`src/rtl/gpu_eu_pkg.sv`:
```
// ######################################
// Shared widths, vector types and the opcode enum
// for the compute unit execution cluster
// ######################################

`default_nettype none

package gpu_eu_pkg;

    // ######################################
    // Sizes
    // ######################################

    // Threads per warp
    localparam int unsigned WARP_WIDTH      = 4;
    // Bits per thread register
    localparam int unsigned REG_WIDTH       = 32;
    // Warps per compute unit
    localparam int unsigned NUM_WARPS       = 8;
    localparam int unsigned WID_WIDTH       = 3;
    // In-flight tag per warp
    localparam int unsigned TAG_WIDTH       = 3;
    // Destination register index
    localparam int unsigned REG_IDX_WIDTH   = 8;
    localparam int unsigned TBLOCK_IDX_BITS = 4;
    // Multiplier pipeline depth
    localparam int unsigned MUL_STAGES      = 3;

    // ######################################
    // Vector types
    // ######################################

    typedef logic [REG_WIDTH-1:0]              reg_data_t;
    // Thread i in bits REG_WIDTH*i and up
    typedef logic [WARP_WIDTH*REG_WIDTH-1:0]   warp_data_t;
    // Tag in the upper bits, warp id in the lower bits
    typedef logic [TAG_WIDTH+WID_WIDTH-1:0]    iid_t;
    typedef logic [REG_IDX_WIDTH-1:0]          reg_idx_t;
    typedef logic [WARP_WIDTH-1:0]             act_mask_t;
    typedef logic [TBLOCK_IDX_BITS-1:0]        tblock_idx_t;

    // ######################################
    // Opcodes
    // ######################################

    typedef enum logic [4:0] {
        // Identity queries
        EU_TID, EU_WID, EU_BID, EU_TBID,
        // Arithmetic
        EU_ADD, EU_ADDI, EU_SUB, EU_SUBI,
        // Logic and load immediate
        EU_LDI, EU_OR, EU_AND, EU_XOR,
        EU_SHL, EU_SHLI,
        // Served by the multiplier
        EU_MUL, EU_MULHU
    } eu_op_e;

endpackage : gpu_eu_pkg

`default_nettype wire

```
`src/rtl/result_arbiter.sv`:
```
// ######################################
// Round-robin merge of two result streams
// into one registered write-back port
// ######################################

`default_nettype none

module result_arbiter import gpu_eu_pkg::*; (
    input  wire logic       clk_i,
    input  wire logic       rst_n_i,

    // Source a, the integer unit
    input  wire logic       a_valid_i,
    input  wire iid_t       a_iid_i,
    input  wire reg_idx_t   a_dst_i,
    input  wire act_mask_t  a_act_mask_i,
    input  wire warp_data_t a_data_i,
    output logic            a_ready_o,

    // Source b, the multiply unit
    input  wire logic       b_valid_i,
    input  wire iid_t       b_iid_i,
    input  wire reg_idx_t   b_dst_i,
    input  wire act_mask_t  b_act_mask_i,
    input  wire warp_data_t b_data_i,
    output logic            b_ready_o,

    // Write-back port
    output logic            out_valid_o,
    output iid_t            out_iid_o,
    output reg_idx_t        out_dst_o,
    output act_mask_t       out_act_mask_o,
    output warp_data_t      out_data_o,
    input  wire logic       out_ready_i
);

    // ######################################
    // Grant
    // ######################################

    logic load;
    logic last_b_q;
    logic grant_a, grant_b;

    // Output slot free or draining this cycle
    assign load = !out_valid_o || out_ready_i;

    // On a tie serve the side not served last
    assign grant_a = a_valid_i && (!b_valid_i || last_b_q);
    assign grant_b = b_valid_i && !grant_a;

    assign a_ready_o = load && grant_a;
    assign b_ready_o = load && grant_b;

    // ######################################
    // Output register
    // ######################################

    always_ff @(posedge clk_i) begin
        if (!rst_n_i) begin
            // Starts as if b was served last
            last_b_q    <= 1'b1;
            out_valid_o <= 1'b0;
        end else if (load) begin
            out_valid_o <= grant_a || grant_b;
            if (grant_a || grant_b) begin
                last_b_q <= grant_b;
            end
        end
    end

    always_ff @(posedge clk_i) begin
        if (load && (grant_a || grant_b)) begin
            out_iid_o      <= grant_a ? a_iid_i      : b_iid_i;
            out_dst_o      <= grant_a ? a_dst_i      : b_dst_i;
            out_act_mask_o <= grant_a ? a_act_mask_i : b_act_mask_i;
            out_data_o     <= grant_a ? a_data_i     : b_data_i;
        end
    end

endmodule : result_arbiter

`default_nettype wire

```
`config.mk`:
```
export PLATFORM = sky130hd
export DESIGN_NAME = result_arbiter
export DESIGN_NICKNAME = d
export VERILOG_FILES = /design/src/rtl/gpu_eu_pkg.sv /design/src/rtl/result_arbiter.sv
export SDC_FILE = /design/constraint.sdc
export NUM_CORES = 1
export LEC_CHECK = 0
export BUFFER_PORTS_ARGS = -buffer_cell sky130_fd_sc_hd__buf_2
export CORE_AREA = 2 2 174 176
export DETAILED_ROUTE_END_ITERATION = 6
export DIE_AREA = 0 0 176 178
export PLACE_DENSITY = 0.48
export SLEW_MARGIN = 5
export SYNTH_ARGS = -nofsm -noshare
export SYNTH_HDL_FRONTEND = slang
export SYNTH_SLANG_ARGS = --single-unit
export TNS_END_PERCENT = 10
```
`constraint.sdc`:
```
create_clock -name clk_i -period 8.3 [get_ports clk_i]
set_clock_uncertainty 0.2 [all_clocks]
set_input_delay 0.415 -clock clk_i [delete_from_list [all_inputs] [get_ports clk_i]]
set_output_delay 0.415 -clock clk_i [all_outputs]
set_load 0.01 [all_outputs]
```
==> out/results.tsv <==
metric	value	unit
post-synth cell types	17	
CTS tree	yes	
vias	4561	
hold_ws	0.09350	ns
ranking of synthesized cells by area	edfxtp_1, mux2_4, buf_12, mux2_2, dfxtp_1	
Starting Density	23.56	%
Total Wirelength	19770	um
P&R area growth vs syn	43.64	%
Placed Cells	1146	
Tightest Pin Transition	1.075	ns
Starting DRT DRC Count	189	
syn_nets	619	
I/O pins	446	
vias in the first global route	4723	
VDD IR max	0.1009	mV
Non-Filler Instances	1179	
1st-pass router iterations	4	
static leakage	4.683	nW
Avg Inst Size Synth	21.51	um^2
final setup fails	0	
type of the worst setup path	reg -> reg	
most common cell after layout, fill and taps aside	buf_2	
Hold Path Origin	b_data_i[10]	
post-synth top area cell	edfxtp_1	
Min-Delay Path Depth	2	
Layout Nets	1073	
HP Class	in -> reg	
gr ovfl total	0	
Clk pin slew, worst setup/hold paths	0.06	ns
Int Pwr	1.540	mW
global-route wire length before repair	27460	um
hpwl dp	15200	um
clock period minus worst slack	3.205	ns
multi-input logic area	2207	um^2
WHS Endpoint	out_data_o[10]$_DFFE_PP_	
die area	31330	um^2
Synth top area share	63.29	%
Flop pwr share	45.9	%
H-tree Lvls	4	
Cell Pwr Density	203.7	nW/um^2
Synth Cell Area	6927	um^2
largest net degree at the start of global routing	73	
clock sink total	148	
Startpoint Class	flip-flop	
clock latency on the worst-skew pair	0.41	ns
initial antenna violation count	2	
status	complete, no violations	
clock share of power	36.9	%
Die Ht	178	um
number of max-cap violations	0	
core area	29400	um^2
RSZ-0062 raised after global routing	false	
sw frac	24.00	%
#FFs+latches synth	148	
Max Root-Sink Buffers	2	
Max Clk Rate	0.3120	GHz
Crit Reg-Reg Endpoint	out_data_o[86]$_DFFE_PP_	
Comb pwr share	17.2	%
r2r worst-path depth	4	
drt via density	3.869	
CP Capture Type	flip-flop	
root buf cell	clkbuf_16	
R2R Setup Slk	5.10	ns
num rows	63	
fillers	2957	
reg2reg start	last_b_q$_SDFFE_PN1P_	
postcts setup bufs	0	
WL per Instance	16.76	um
Port Buf Inserts	445	
slew margin rel.	28.30	%
Antenna Nets Post-Route	0	
CTS buffer count	17	
post-synthesis sequential area ratio	63.87	%
Switch Pwr	0.4863	mW
die width	176	um
Tcrit/Tclk final	38.61	%
Syn. warnings	0	
setup TNS	0	ns
Fin. Hold Viols	0	
routability cong.	0.7517	
Data required, critical path	8.26	ns
post-synthesis cell count	322	
most frequent cells in the layout	buf_2, edfxtp_1, mux2_4, mux2_2, clkbuf_16	
layout cell share with drive strength beyond 1	79.54	%
post_cts resized	0	
CP Max Fanout	56	
Final Core Density	33.84	%
drc violations	0	
critical path arrival	3.17	ns
GRT Total Usage	11.93	%
Storage cell area	4424	um^2
Max Slew Vio Count	0	
Hold Buf Count CTS	1	
## metrics by stage
step / power (mW) / worst slack (ns) / area, um^2
after detailed placement: 1.303 / 4.879 / 9388
after global placement: 1.299 / 4.916 / 9388
after floorplan: 1.160 / 0.8825 / 6927
final: 2.027 / 5.095 / 9950
after global routing: 2.117 / 4.951 / 9947
after CTS: 2.063 / 5.082 / 9945
## synth_stat cells
| library cell | number |
|---|---|
| a21oi_1 | 1 |
| o21ai_0 | 1 |
| a21boi_0 | 1 |
| o21ai_4 | 1 |
| dfxtp_1 | 2 |
| inv_2 | 1 |
| and3_1 | 1 |
| mux2_2 | 17 |
| mux2_4 | 129 |
| buf_12 | 14 |
| buf_4 | 1 |
| a211oi_1 | 1 |
| nor2_1 | 3 |
| nand2b_1 | 1 |
| buf_6 | 1 |
| nor2b_1 | 1 |
| edfxtp_1 | 146 |
## routing by layer
| metal | global-route usage [%] | share of wire, % |
|---|---|---|
| met1 | 12.83 | 36 |
| met2 | 21.80 | 54 |
| met3 | 3.964 | 8.4 |
| met4 | 4.339 | 1.3 |
| met5 | 0 | 0.066 |
## worst max path at each step
stage | startpoint | endpoint | slack, ns | depth (start not counted)
6_report | last_b_q$_SDFFE_PN1P_ | out_data_o[86]$_DFFE_PP_ | 5.10 | 4
3_3_place_gp | b_valid_i | out_data_o[86]$_DFFE_PP_ | 4.92 | 6
5_1_grt | last_b_q$_SDFFE_PN1P_ | out_data_o[30]$_DFFE_PP_ | 4.95 | 4
4_1_cts | last_b_q$_SDFFE_PN1P_ | out_data_o[5]$_DFFE_PP_ | 5.08 | 4
2_1_floorplan | out_valid_o$_SDFFE_PN0N_ | out_act_mask_o[0]$_DFFE_PP_ | 0.88 | 2
3_5_place_dp | b_valid_i | out_data_o[5]$_DFFE_PP_ | 4.88 | 6
## flip-flops by register name (all words and copies together), names as in the netlist
| register | count |
|---|---|
| out_act_mask_o | 4 |
| last_b_q | 1 |
| out_valid_o | 1 |
| out_data_o | 128 |
| out_dst_o | 8 |
| out_iid_o | 6 |
## logic make-up (layout without fill, tap and decap cells)
kind of cell / after synthesis / in the layout / share of synthesized area (%)
AO/OA/AOI/OAI: 5 / 5 / 0.5961
buffers and inverters: 17 / 482 / 4.371
AND/OR/NAND/NOR: 6 / 6 / 0.4337
multiplexers: 146 / 146 / 30.73
flip-flops: 148 / 148 / 63.87
other: 0 / 2 / 0
## worst max-delay path: stages, from the launching register on
cell and delay (ns):
dfxtp_1 0.35, o21ai_4 0.64, buf_4 0.46, buf_4 0.86, mux2_4 0.35
## final cells by class
type / instances / share of cell area (%)
Clock buffer: 19 / 4.351
Inverter: 1 / 0.03773
Tap cell: 390 / 4.904
Antenna cell: 2 / 0.05030
Sequential cell: 148 / 44.47
Multi-Input combinational cell: 157 / 22.18
Timing Repair Buffer: 451 / 22.86
Clock inverter: 11 / 1.144
## power groups by stage
stage / logic (mW) / clock network (mW) / registers (mW)
after floorplan: 0.163 / 0 / 0.997
after global placement: 0.354 / 0 / 0.945
after detailed placement: 0.356 / 0 / 0.947
after CTS: 0.357 / 0.774 / 0.932
after global routing: 0.377 / 0.803 / 0.937
final: 0.349 / 0.748 / 0.930
Power figures use the tool's default switching activity.
