--- config.mk ---
export PLATFORM = sky130hd
export DESIGN_NAME = eu_dispatch
export DESIGN_NICKNAME = d
export VERILOG_FILES = /design/src/rtl/gpu_eu_pkg.sv /design/src/rtl/eu_dispatch.sv
export SDC_FILE = /design/constraint.sdc
export NUM_CORES = 1
export LEC_CHECK = 0
export BUFFER_PORTS_ARGS = -buffer_cell sky130_fd_sc_hd__buf_2
export CORE_MARGIN = 5
export CORE_UTILIZATION = 48
export CTS_CLUSTER_SIZE = 25
export DETAILED_ROUTE_END_ITERATION = 10
export PLACE_DENSITY = 0.81
export SYNTH_ARGS = -nofsm -noshare
export SYNTH_HDL_FRONTEND = slang
export SYNTH_SLANG_ARGS = --single-unit
--- constraint.sdc ---
create_clock -name clk_i -period 1.5 [get_ports clk_i]
set_input_delay 0.075 -clock clk_i [delete_from_list [all_inputs] [get_ports clk_i]]
set_output_delay 0.075 -clock clk_i [all_outputs]
set_load 0.01 [all_outputs]
--- src/rtl/gpu_eu_pkg.sv ---
// ######################################
// Shared widths, vector types and the opcode enum
// for the compute unit execution cluster
// ######################################

`default_nettype none

package gpu_eu_pkg;

    // ######################################
    // Sizes
    // ######################################

    // Threads per warp
    localparam int unsigned WARP_WIDTH      = 4;
    // Bits per thread register
    localparam int unsigned REG_WIDTH       = 32;
    // Warps per compute unit
    localparam int unsigned NUM_WARPS       = 8;
    localparam int unsigned WID_WIDTH       = 3;
    // In-flight tag per warp
    localparam int unsigned TAG_WIDTH       = 3;
    // Destination register index
    localparam int unsigned REG_IDX_WIDTH   = 8;
    localparam int unsigned TBLOCK_IDX_BITS = 4;
    // Multiplier pipeline depth
    localparam int unsigned MUL_STAGES      = 3;

    // ######################################
    // Vector types
    // ######################################

    typedef logic [REG_WIDTH-1:0]              reg_data_t;
    // Thread i in bits REG_WIDTH*i and up
    typedef logic [WARP_WIDTH*REG_WIDTH-1:0]   warp_data_t;
    // Tag in the upper bits, warp id in the lower bits
    typedef logic [TAG_WIDTH+WID_WIDTH-1:0]    iid_t;
    typedef logic [REG_IDX_WIDTH-1:0]          reg_idx_t;
    typedef logic [WARP_WIDTH-1:0]             act_mask_t;
    typedef logic [TBLOCK_IDX_BITS-1:0]        tblock_idx_t;

    // ######################################
    // Opcodes
    // ######################################

    typedef enum logic [4:0] {
        // Identity queries
        EU_TID, EU_WID, EU_BID, EU_TBID,
        // Arithmetic
        EU_ADD, EU_ADDI, EU_SUB, EU_SUBI,
        // Logic and load immediate
        EU_LDI, EU_OR, EU_AND, EU_XOR,
        EU_SHL, EU_SHLI,
        // Served by the multiplier
        EU_MUL, EU_MULHU
    } eu_op_e;

endpackage : gpu_eu_pkg

`default_nettype wire

--- src/rtl/eu_dispatch.sv ---
// ######################################
// Issue steering to the integer and multiply units
// plus the per-warp thread-block index table
// ######################################

`default_nettype none

module eu_dispatch import gpu_eu_pkg::*; (
    input  wire logic                 clk_i,
    input  wire logic                 rst_n_i,

    // Table configuration
    input  wire logic                 cfg_we_i,
    input  wire logic [WID_WIDTH-1:0] cfg_wid_i,
    input  wire tblock_idx_t          cfg_tblock_idx_i,

    // Issue stream control
    input  wire logic                 in_valid_i,
    input  wire iid_t                 in_iid_i,
    input  wire eu_op_e               in_op_i,
    output logic                      in_ready_o,

    // Integer unit side
    output logic                      iu_valid_o,
    output tblock_idx_t               iu_tblock_idx_o,
    input  wire logic                 iu_ready_i,

    // Multiply unit side
    output logic                      mu_valid_o,
    input  wire logic                 mu_ready_i
);

    // ######################################
    // Thread-block index table
    // ######################################

    tblock_idx_t tbl_q [NUM_WARPS];

    // One entry written per cycle
    always_ff @(posedge clk_i) begin
        if (!rst_n_i) begin
            for (int w = 0; w < NUM_WARPS; w++) begin
                tbl_q[w] <= '0;
            end
        end else if (cfg_we_i) begin
            tbl_q[cfg_wid_i] <= cfg_tblock_idx_i;
        end
    end

    // Warp id lives in the low iid bits
    assign iu_tblock_idx_o = tbl_q[in_iid_i[WID_WIDTH-1:0]];

    // ######################################
    // Opcode class and steering
    // ######################################

    logic is_mul;

    // Only the two product ops use the multiplier
    assign is_mul = (in_op_i == EU_MUL) || (in_op_i == EU_MULHU);

    // Exactly one unit sees valid
    assign iu_valid_o = in_valid_i && !is_mul;
    assign mu_valid_o = in_valid_i && is_mul;

    // Ready follows the selected unit
    assign in_ready_o = is_mul ? mu_ready_i : iu_ready_i;

endmodule : eu_dispatch

`default_nettype wire

==> results of run 1 <==
[logic make-up (layout without fill, tap and decap cells)]
group | Yosys count | count (layout) | synth area share
DFF | 32 | 32 | 0.617
AOI/OAI and AO/OA | 8 | 8 | 0.0289
buffers and inverters | 16 | 51 | 0.0434
muxes | 13 | 13 | 0.171
and+or+nand+nor | 40 | 40 | 0.140
[power groups by stage]
stage | Clock (mW) | Combinational [mW] | Sequential [mW]
floorplan | 0 | 0.140 | 1.06
CTS | 0.444 | 0.264 | 1.06
global placement | 0 | 0.219 | 1.07
finish | 0.438 | 0.261 | 1.06
detailed placement | 0 | 0.227 | 1.08
global route | 0.485 | 0.286 | 1.07
[cell usage after synthesis, drive strengths merged, types with 2 or more instances]
library cell,number
nor3,24
o31ai,2
inv,5
nand2b,2
edfxtp,32
mux2,5
clkbuf,10
nor4,8
o21ai,6
mux4,8
[critical path: stages, from the launching register on]
cell and delay (ns):
edfxtp_1 0.41, mux4_2 0.48, mux2_4 0.28, buf_6 0.12
[through the flow]
stage / setup TNS [ns] / power [mW]
3_3_place_gp: 0 / 1.29
5_1_grt: -0.945 / 1.84
3_5_place_dp: 0 / 1.30
2_1_floorplan: 0 / 1.20
6_report: -0.719 / 1.76
4_1_cts: -0.777 / 1.77
[what timing repair did]
item | in CTS | in global routing
cloned | 0 | 0
hold endpoints to repair | 0 | 0
gates resized for setup | 16 | 0
setup endpoints to repair | 4 | 4
[layout make-up]
class	count	area (um2)
inverter	5	18.8
timing repair buffer	38	245
tap	44	55.1
clock buffer	7	45.0
clock inverter	1	3.75
fill	240	1230
sequential	32	961
multi-input combinational	61	514
[metal layers]
layer | routed length (um) | track usage
met5 | 0 | 0
met4 | 62 | 0.0759
met3 | 268 | 0.0422
met2 | 1400 | 0.238
met1 | 1330 | 0.223
[final timing paths]
kind	to	startpoint	slack [ns]	cells after the start
worst max-delay path	iu_tblock_idx_o[1]	tbl_q[1][1]$_SDFFCE_PN0P_	-0.20	3
worst min-delay path	tbl_q[1][1]$_SDFFCE_PN0P_	cfg_wid_i[1]	0.21	2
==> summary.md, run 1 <==
| Metric | Value |
|---|---|
| DRT Pass-1 Iters | 5 |
| Worst path required time | approximately 1.4 ns |
| Post-synth EDFFs | 32 |
| Most flop-heavy register | tbl_q |
| Hpwl dp | between 2 and 2.5 mm |
| Grt ovf | 0 |
| TritonCTS Buffers | 5 |
| Element type at the critical path start | flip-flop |
| Most frequent cells in the layout | 32 x edfxtp_1, 24 x nor3_1, 22 x buf_2 |
| Drt drc | 0 |
| CTS H-tree depth | 2 |
| Pint | 1.36 mW |
| Final setup margin | -0.196 ns |
| Starting Density | 0.506 |
| Setup violators final | 4 |
| Root Buffer | clkbuf_4 |
| DR vias/cell | roughly 5.5 |
| Failing checks | setup timing |
| RSZ-0062 raised after global routing | yes |
| Sw power | a little over 400 uW |
| Largest register FFs | 32 |
| Sequential Power Share | 0.602 |
| Sw frac | 0.229 |
| Clock Tree Buf Depth | 2 |
| Worst EP arrival | 1.62 ns |
| Port bufs | 26 |
| Post-synth ARST share | 0 |
| # IOs | 31 |
| Syn Inst Count | between 100 and 150 |
| N_diodes | 0 |
| Final slew viol count | 0 |
| Routability Congestion | about 0.73 |
| Commonest non-fill, non-tap cell in the layout | edfxtp_1 |
| Core area | roughly 3100 um2 |
| Mapped cell area | approximately 1600 um2 |
| Fin. Hold Viols | 0 |
| Max Cap Violations | 0 |
| Iteration-0 DRC Markers | 69 |
| Initial antenna violation count | 0 |
| Min-delay worst type | input pin to flip-flop |
| Die W | roughly 67 um |
| Vias in the first global route | about 1000 |
| Clock Sinks | 32 |
| Placed Area | roughly 1800 um2 |
| WHS | slightly above 0.2 ns |
| Slew HR | 0.777 |
| Critical path class | flip-flop to primary output |
| Leakage power | roughly 0.65 nW |
| Sequential share of the synthesized area | 0.617 |
| Status | finished, violations left |
| Row Count | 20 |
| Nets | 167 |
| Clock share of power | 0.249 |
| Synth Register Bits | 32 |
| Crit path max fanout | 1 |
| Mapped Nets | 133 |
| Worst Setup End Kind | primary output |
| WL/cell | roughly 16 um |
| Avg Inst Size Synth | around 14 um2 |
| Detailed-route via count | 1035 |
| Yosys warnings | 0 |
| Most used DFF post-synth | edfxtp_1 |
| Largest net degree at the start of global routing | 14 |
| Power per cell area | between 900 and 1000 nW/um2 |
| Inst Count DP | 180 |
| Overall routing resource usage | 0.162 |
| Finished Core Util | 0.599 |
| Distinct cells, synth | 17 |
| Top flop regs | tbl_q: 32 flops |
| Die area | roughly 4500 um2 |
| Layout cells sized above 1 | 0.389 |
| Post-route clock period utilization | 1.13 |
| Period minus WS final | between 1.5 and 2 ns |
| Drt total wl | around 3.1 mm |
| Synth top area share | 0.617 |
| VDD IR max | 0.627 mV |
| Gate power share | 0.149 |
| Postcts setup bufs | 0 |
| Worst-margin pin slew | 0.334 ns |
| TritonCTS clock tree | yes |
| Peak Freq | approximately 600 MHz |
| Post-synth top area cell | edfxtp_1 |
| Pre-CTS WS | 0.108 ns |
| Final Non-Filler Cells | 188 |
| First-pass GRT wire length | ~5.1 mm |
| Hold Buf Count CTS | 0 |
| Ranking of synthesized cells by area | edfxtp_1 62%, mux4_1 13%, nor3_1 7.7% |
| Area growth syn-to-layout | 18.3% |
| Chip Height | around 67 um |
| Clock transition at path regs | roughly 0.09 ns |
| Post-route ant nets | 0 |
| Post-route design area | between 1500 and 2000 um2 |
Note: power is estimated with default switching activity, not from simulation.
==> run 2: changes to the inputs <==
CORE_MARGIN = default   (was 5)
GPL_TIMING_DRIVEN = 0   (was default)
==> run 2 against run 1 <==
  * The flow still finishes with violations (setup timing)
  * Hold slack better by 0.059 ns
  * Worst setup slack better by 0.019 ns
  * Final cell count is 2.1% lower
  * Fmax is 1.2% higher
  * Sequential share of layout area is 1.3 points higher
  * Global-route usage is 4.8 points higher
  * Combinational power is 4% lower
  * First-iteration DRC count is 54% lower
  * Total power is 0.74% lower
==> summary.md, run 2 (synthesized netlist as in run 1, its figures left out) <==
| Metric | Value |
|---|---|
| Postcts setup bufs | 0 (unchanged) |
| Root Buffer | clkbuf_4 |
| Slew HR | 0.653 (-0.124) |
| Worst EP arrival | 1.60 ns (-0.02 ns) |
| Core area | 3080 um2 (unchanged) |
| Crit path max fanout | 1 (unchanged) |
| Detailed-route via count | 1055 (+1.9%) |
| Delay-heaviest family, CP | multiplexers |
| Most flop-heavy register | tbl_q |
| CTS H-tree depth | 2 (unchanged) |
| Max Cap Violations | 0 (unchanged) |
| # IOs | 31 (unchanged) |
| Peak Freq | 596 MHz (+1.2%) |
| RSZ-0062 raised after global routing | yes |
| Top flop regs | tbl_q: 32 flops |
| TritonCTS Buffers | 5 (unchanged) |
| DRT Pass-1 Iters | 4 (-1) |
| Layout cells sized above 1 | 0.314 (-0.0746) |
| Starting Density | 0.506 (unchanged) |
| Hold Path Sink | tbl_q[2][3]$_SDFFCE_PN0P_ |
| Worst path required time | 1.42 ns (about the same) |
| Hold depth | 3 (+1) |
| VDD IR max | 0.453 mV (-28%) |
| Final setup margin | -0.177 ns (+0.0193 ns) |
| Leakage power | 0.606 nW (-7.3%) |
| Critical path class | flip-flop to primary output |
| Most frequent cells in the layout | 32 x edfxtp_1, 24 x nor3_1, 19 x buf_2 |
| Drt drc | 0 (unchanged) |
| Post-route ant nets | 0 (unchanged) |
| WL/cell | 16.1 um (-1.2%) |
| Inst Count DP | 176 (-2.2%) |
| WP buf/inv | 1 (unchanged) |
| Commonest non-fill, non-tap cell in the layout | edfxtp_1 |
| Pre-CTS WS | -0.256 ns (-0.364 ns) |
| Nets | 163 (-2.4%) |
| Hold Buf Count CTS | 0 (unchanged) |
| Resize count post-CTS | 16 (unchanged) |
| TritonCTS clock tree | yes |
| Fin. Hold Viols | 0 (unchanged) |
| Period minus WS final | 1.68 ns (-0.0193 ns) |
| CP max-delay cell | mux4_2 |
| Status | finished, violations left |
| Clock transition at path regs | 0.09 ns (about the same) |
| First-pass GRT wire length | 5.03 mm (-1.1%) |
| Row Count | 20 (unchanged) |
| Vias in the first global route | 1056 (+1.6%) |
| Port bufs | 23 (-12%) |
| Min-delay worst type | input pin to flip-flop |
| Area growth syn-to-layout | 15.3% |
| Hold wc startpoint | cfg_tblock_idx_i[3] |
| Post-route clock period utilization | 1.12 (-0.0129) |
| Slowest stage delay, CP | 0.47 ns (about the same) |
| Worst Setup End Kind | primary output |
| Final slew viol count | 0 (unchanged) |
| Worst-margin pin slew | 0.520 ns (+0.187 ns) |
| Chip Height | 59.0 um (-12%) |
| Iteration-0 DRC Markers | 32 (-54%) |
| Clock Tree Buf Depth | 2 (unchanged) |
| Power per cell area | 971 nW/um2 (+1.8%) |
| Routability Congestion | 0.830 (+14%) |
| Die area | 3480 um2 (-22%) |
| Element type at the critical path start | flip-flop |
| Largest net degree at the start of global routing | 11 (-3) |
| Cell Chain, Critical Path | mux4_2 -> mux2_4 -> buf_6 |
| Setup violators final | 4 (unchanged) |
| Overall routing resource usage | 0.210 (+0.0483) |
| DR vias/cell | 5.73 (+4.1%) |
| Fillers | 244 (+1.7%) |
| Failing checks | setup timing |
| N_diodes | 0 (unchanged) |
| Grt ovf | 0 (unchanged) |
| Clock Sinks | 32 (unchanged) |
| Largest register FFs | 32 (unchanged) |
| Initial antenna violation count | 0 (unchanged) |
| Final Non-Filler Cells | 184 (-2.1%) |
| Drt total wl | 2.96 mm (-3.3%) |
| Die W | 59.0 um (-12%) |
| Hpwl dp | 2.16 mm (-1.7%) |
-- run 2: report_power, final --
part	total (mW)	internal, mW	switching, mW	leakage (nW)
logic	0.251	0.124	0.127	0.272
clock network	0.436	0.180	0.257	0.0269
registers	1.06	1.04	0.0197	0.307
total	1.75	1.34	0.403	0.606
-- run 2: metrics by stage --
step	total power [mW]	area, um2	TNS, ns	util	hold WS [ns]
floorplan	1.20	1560	0	-	0.237
global placement	1.27	1730	-3.45	0.561	0.448
detailed placement	1.29	1730	-5.84	0.561	0.453
CTS	1.74	1790	-0.746	0.580	0.268
global route	1.81	1800	-0.912	0.584	0.292
finish	1.75	1800	-0.681	0.584	0.266
-- run 2: final cells by class --
| cell class | count | area [um2] | share of cell area |
|---|---|---|---|
| Inverter | 5 | 18.8 | 0.0104 |
| Clock inverter | 1 | 3.75 | 0.00209 |
| Sequential cell | 32 | 961 | 0.535 |
| Tap cell | 44 | 55.1 | 0.0306 |
| Clock buffer | 7 | 45.0 | 0.0251 |
| Timing Repair Buffer | 23 | 140 | 0.0780 |
| Buffer | 11 | 48.8 | 0.0272 |
| Multi-Input combinational cell | 61 | 524 | 0.292 |
-- run 2: worst max path at each step --
stage	cells past startpoint	start	to
2_1_floorplan	4	rst_n_i	tbl_q[1][0]$_SDFFCE_PN0P_
3_3_place_gp	4	rst_n_i	tbl_q[1][0]$_SDFFCE_PN0P_
3_5_place_dp	4	rst_n_i	tbl_q[1][0]$_SDFFCE_PN0P_
4_1_cts	3	tbl_q[3][3]$_SDFFCE_PN0P_	iu_tblock_idx_o[3]
5_1_grt	3	tbl_q[3][2]$_SDFFCE_PN0P_	iu_tblock_idx_o[2]
6_report	3	tbl_q[3][0]$_SDFFCE_PN0P_	iu_tblock_idx_o[0]
-- run 2: per-layer routing --
metal  part of all wire  vias to the layer above  track usage
li1                   -                      492            -
met1               0.42                      492        0.276
met2               0.48                       63        0.339
met3              0.086                        8       0.0527
met4              0.019                        0       0.0816
met5                  0                        -            0
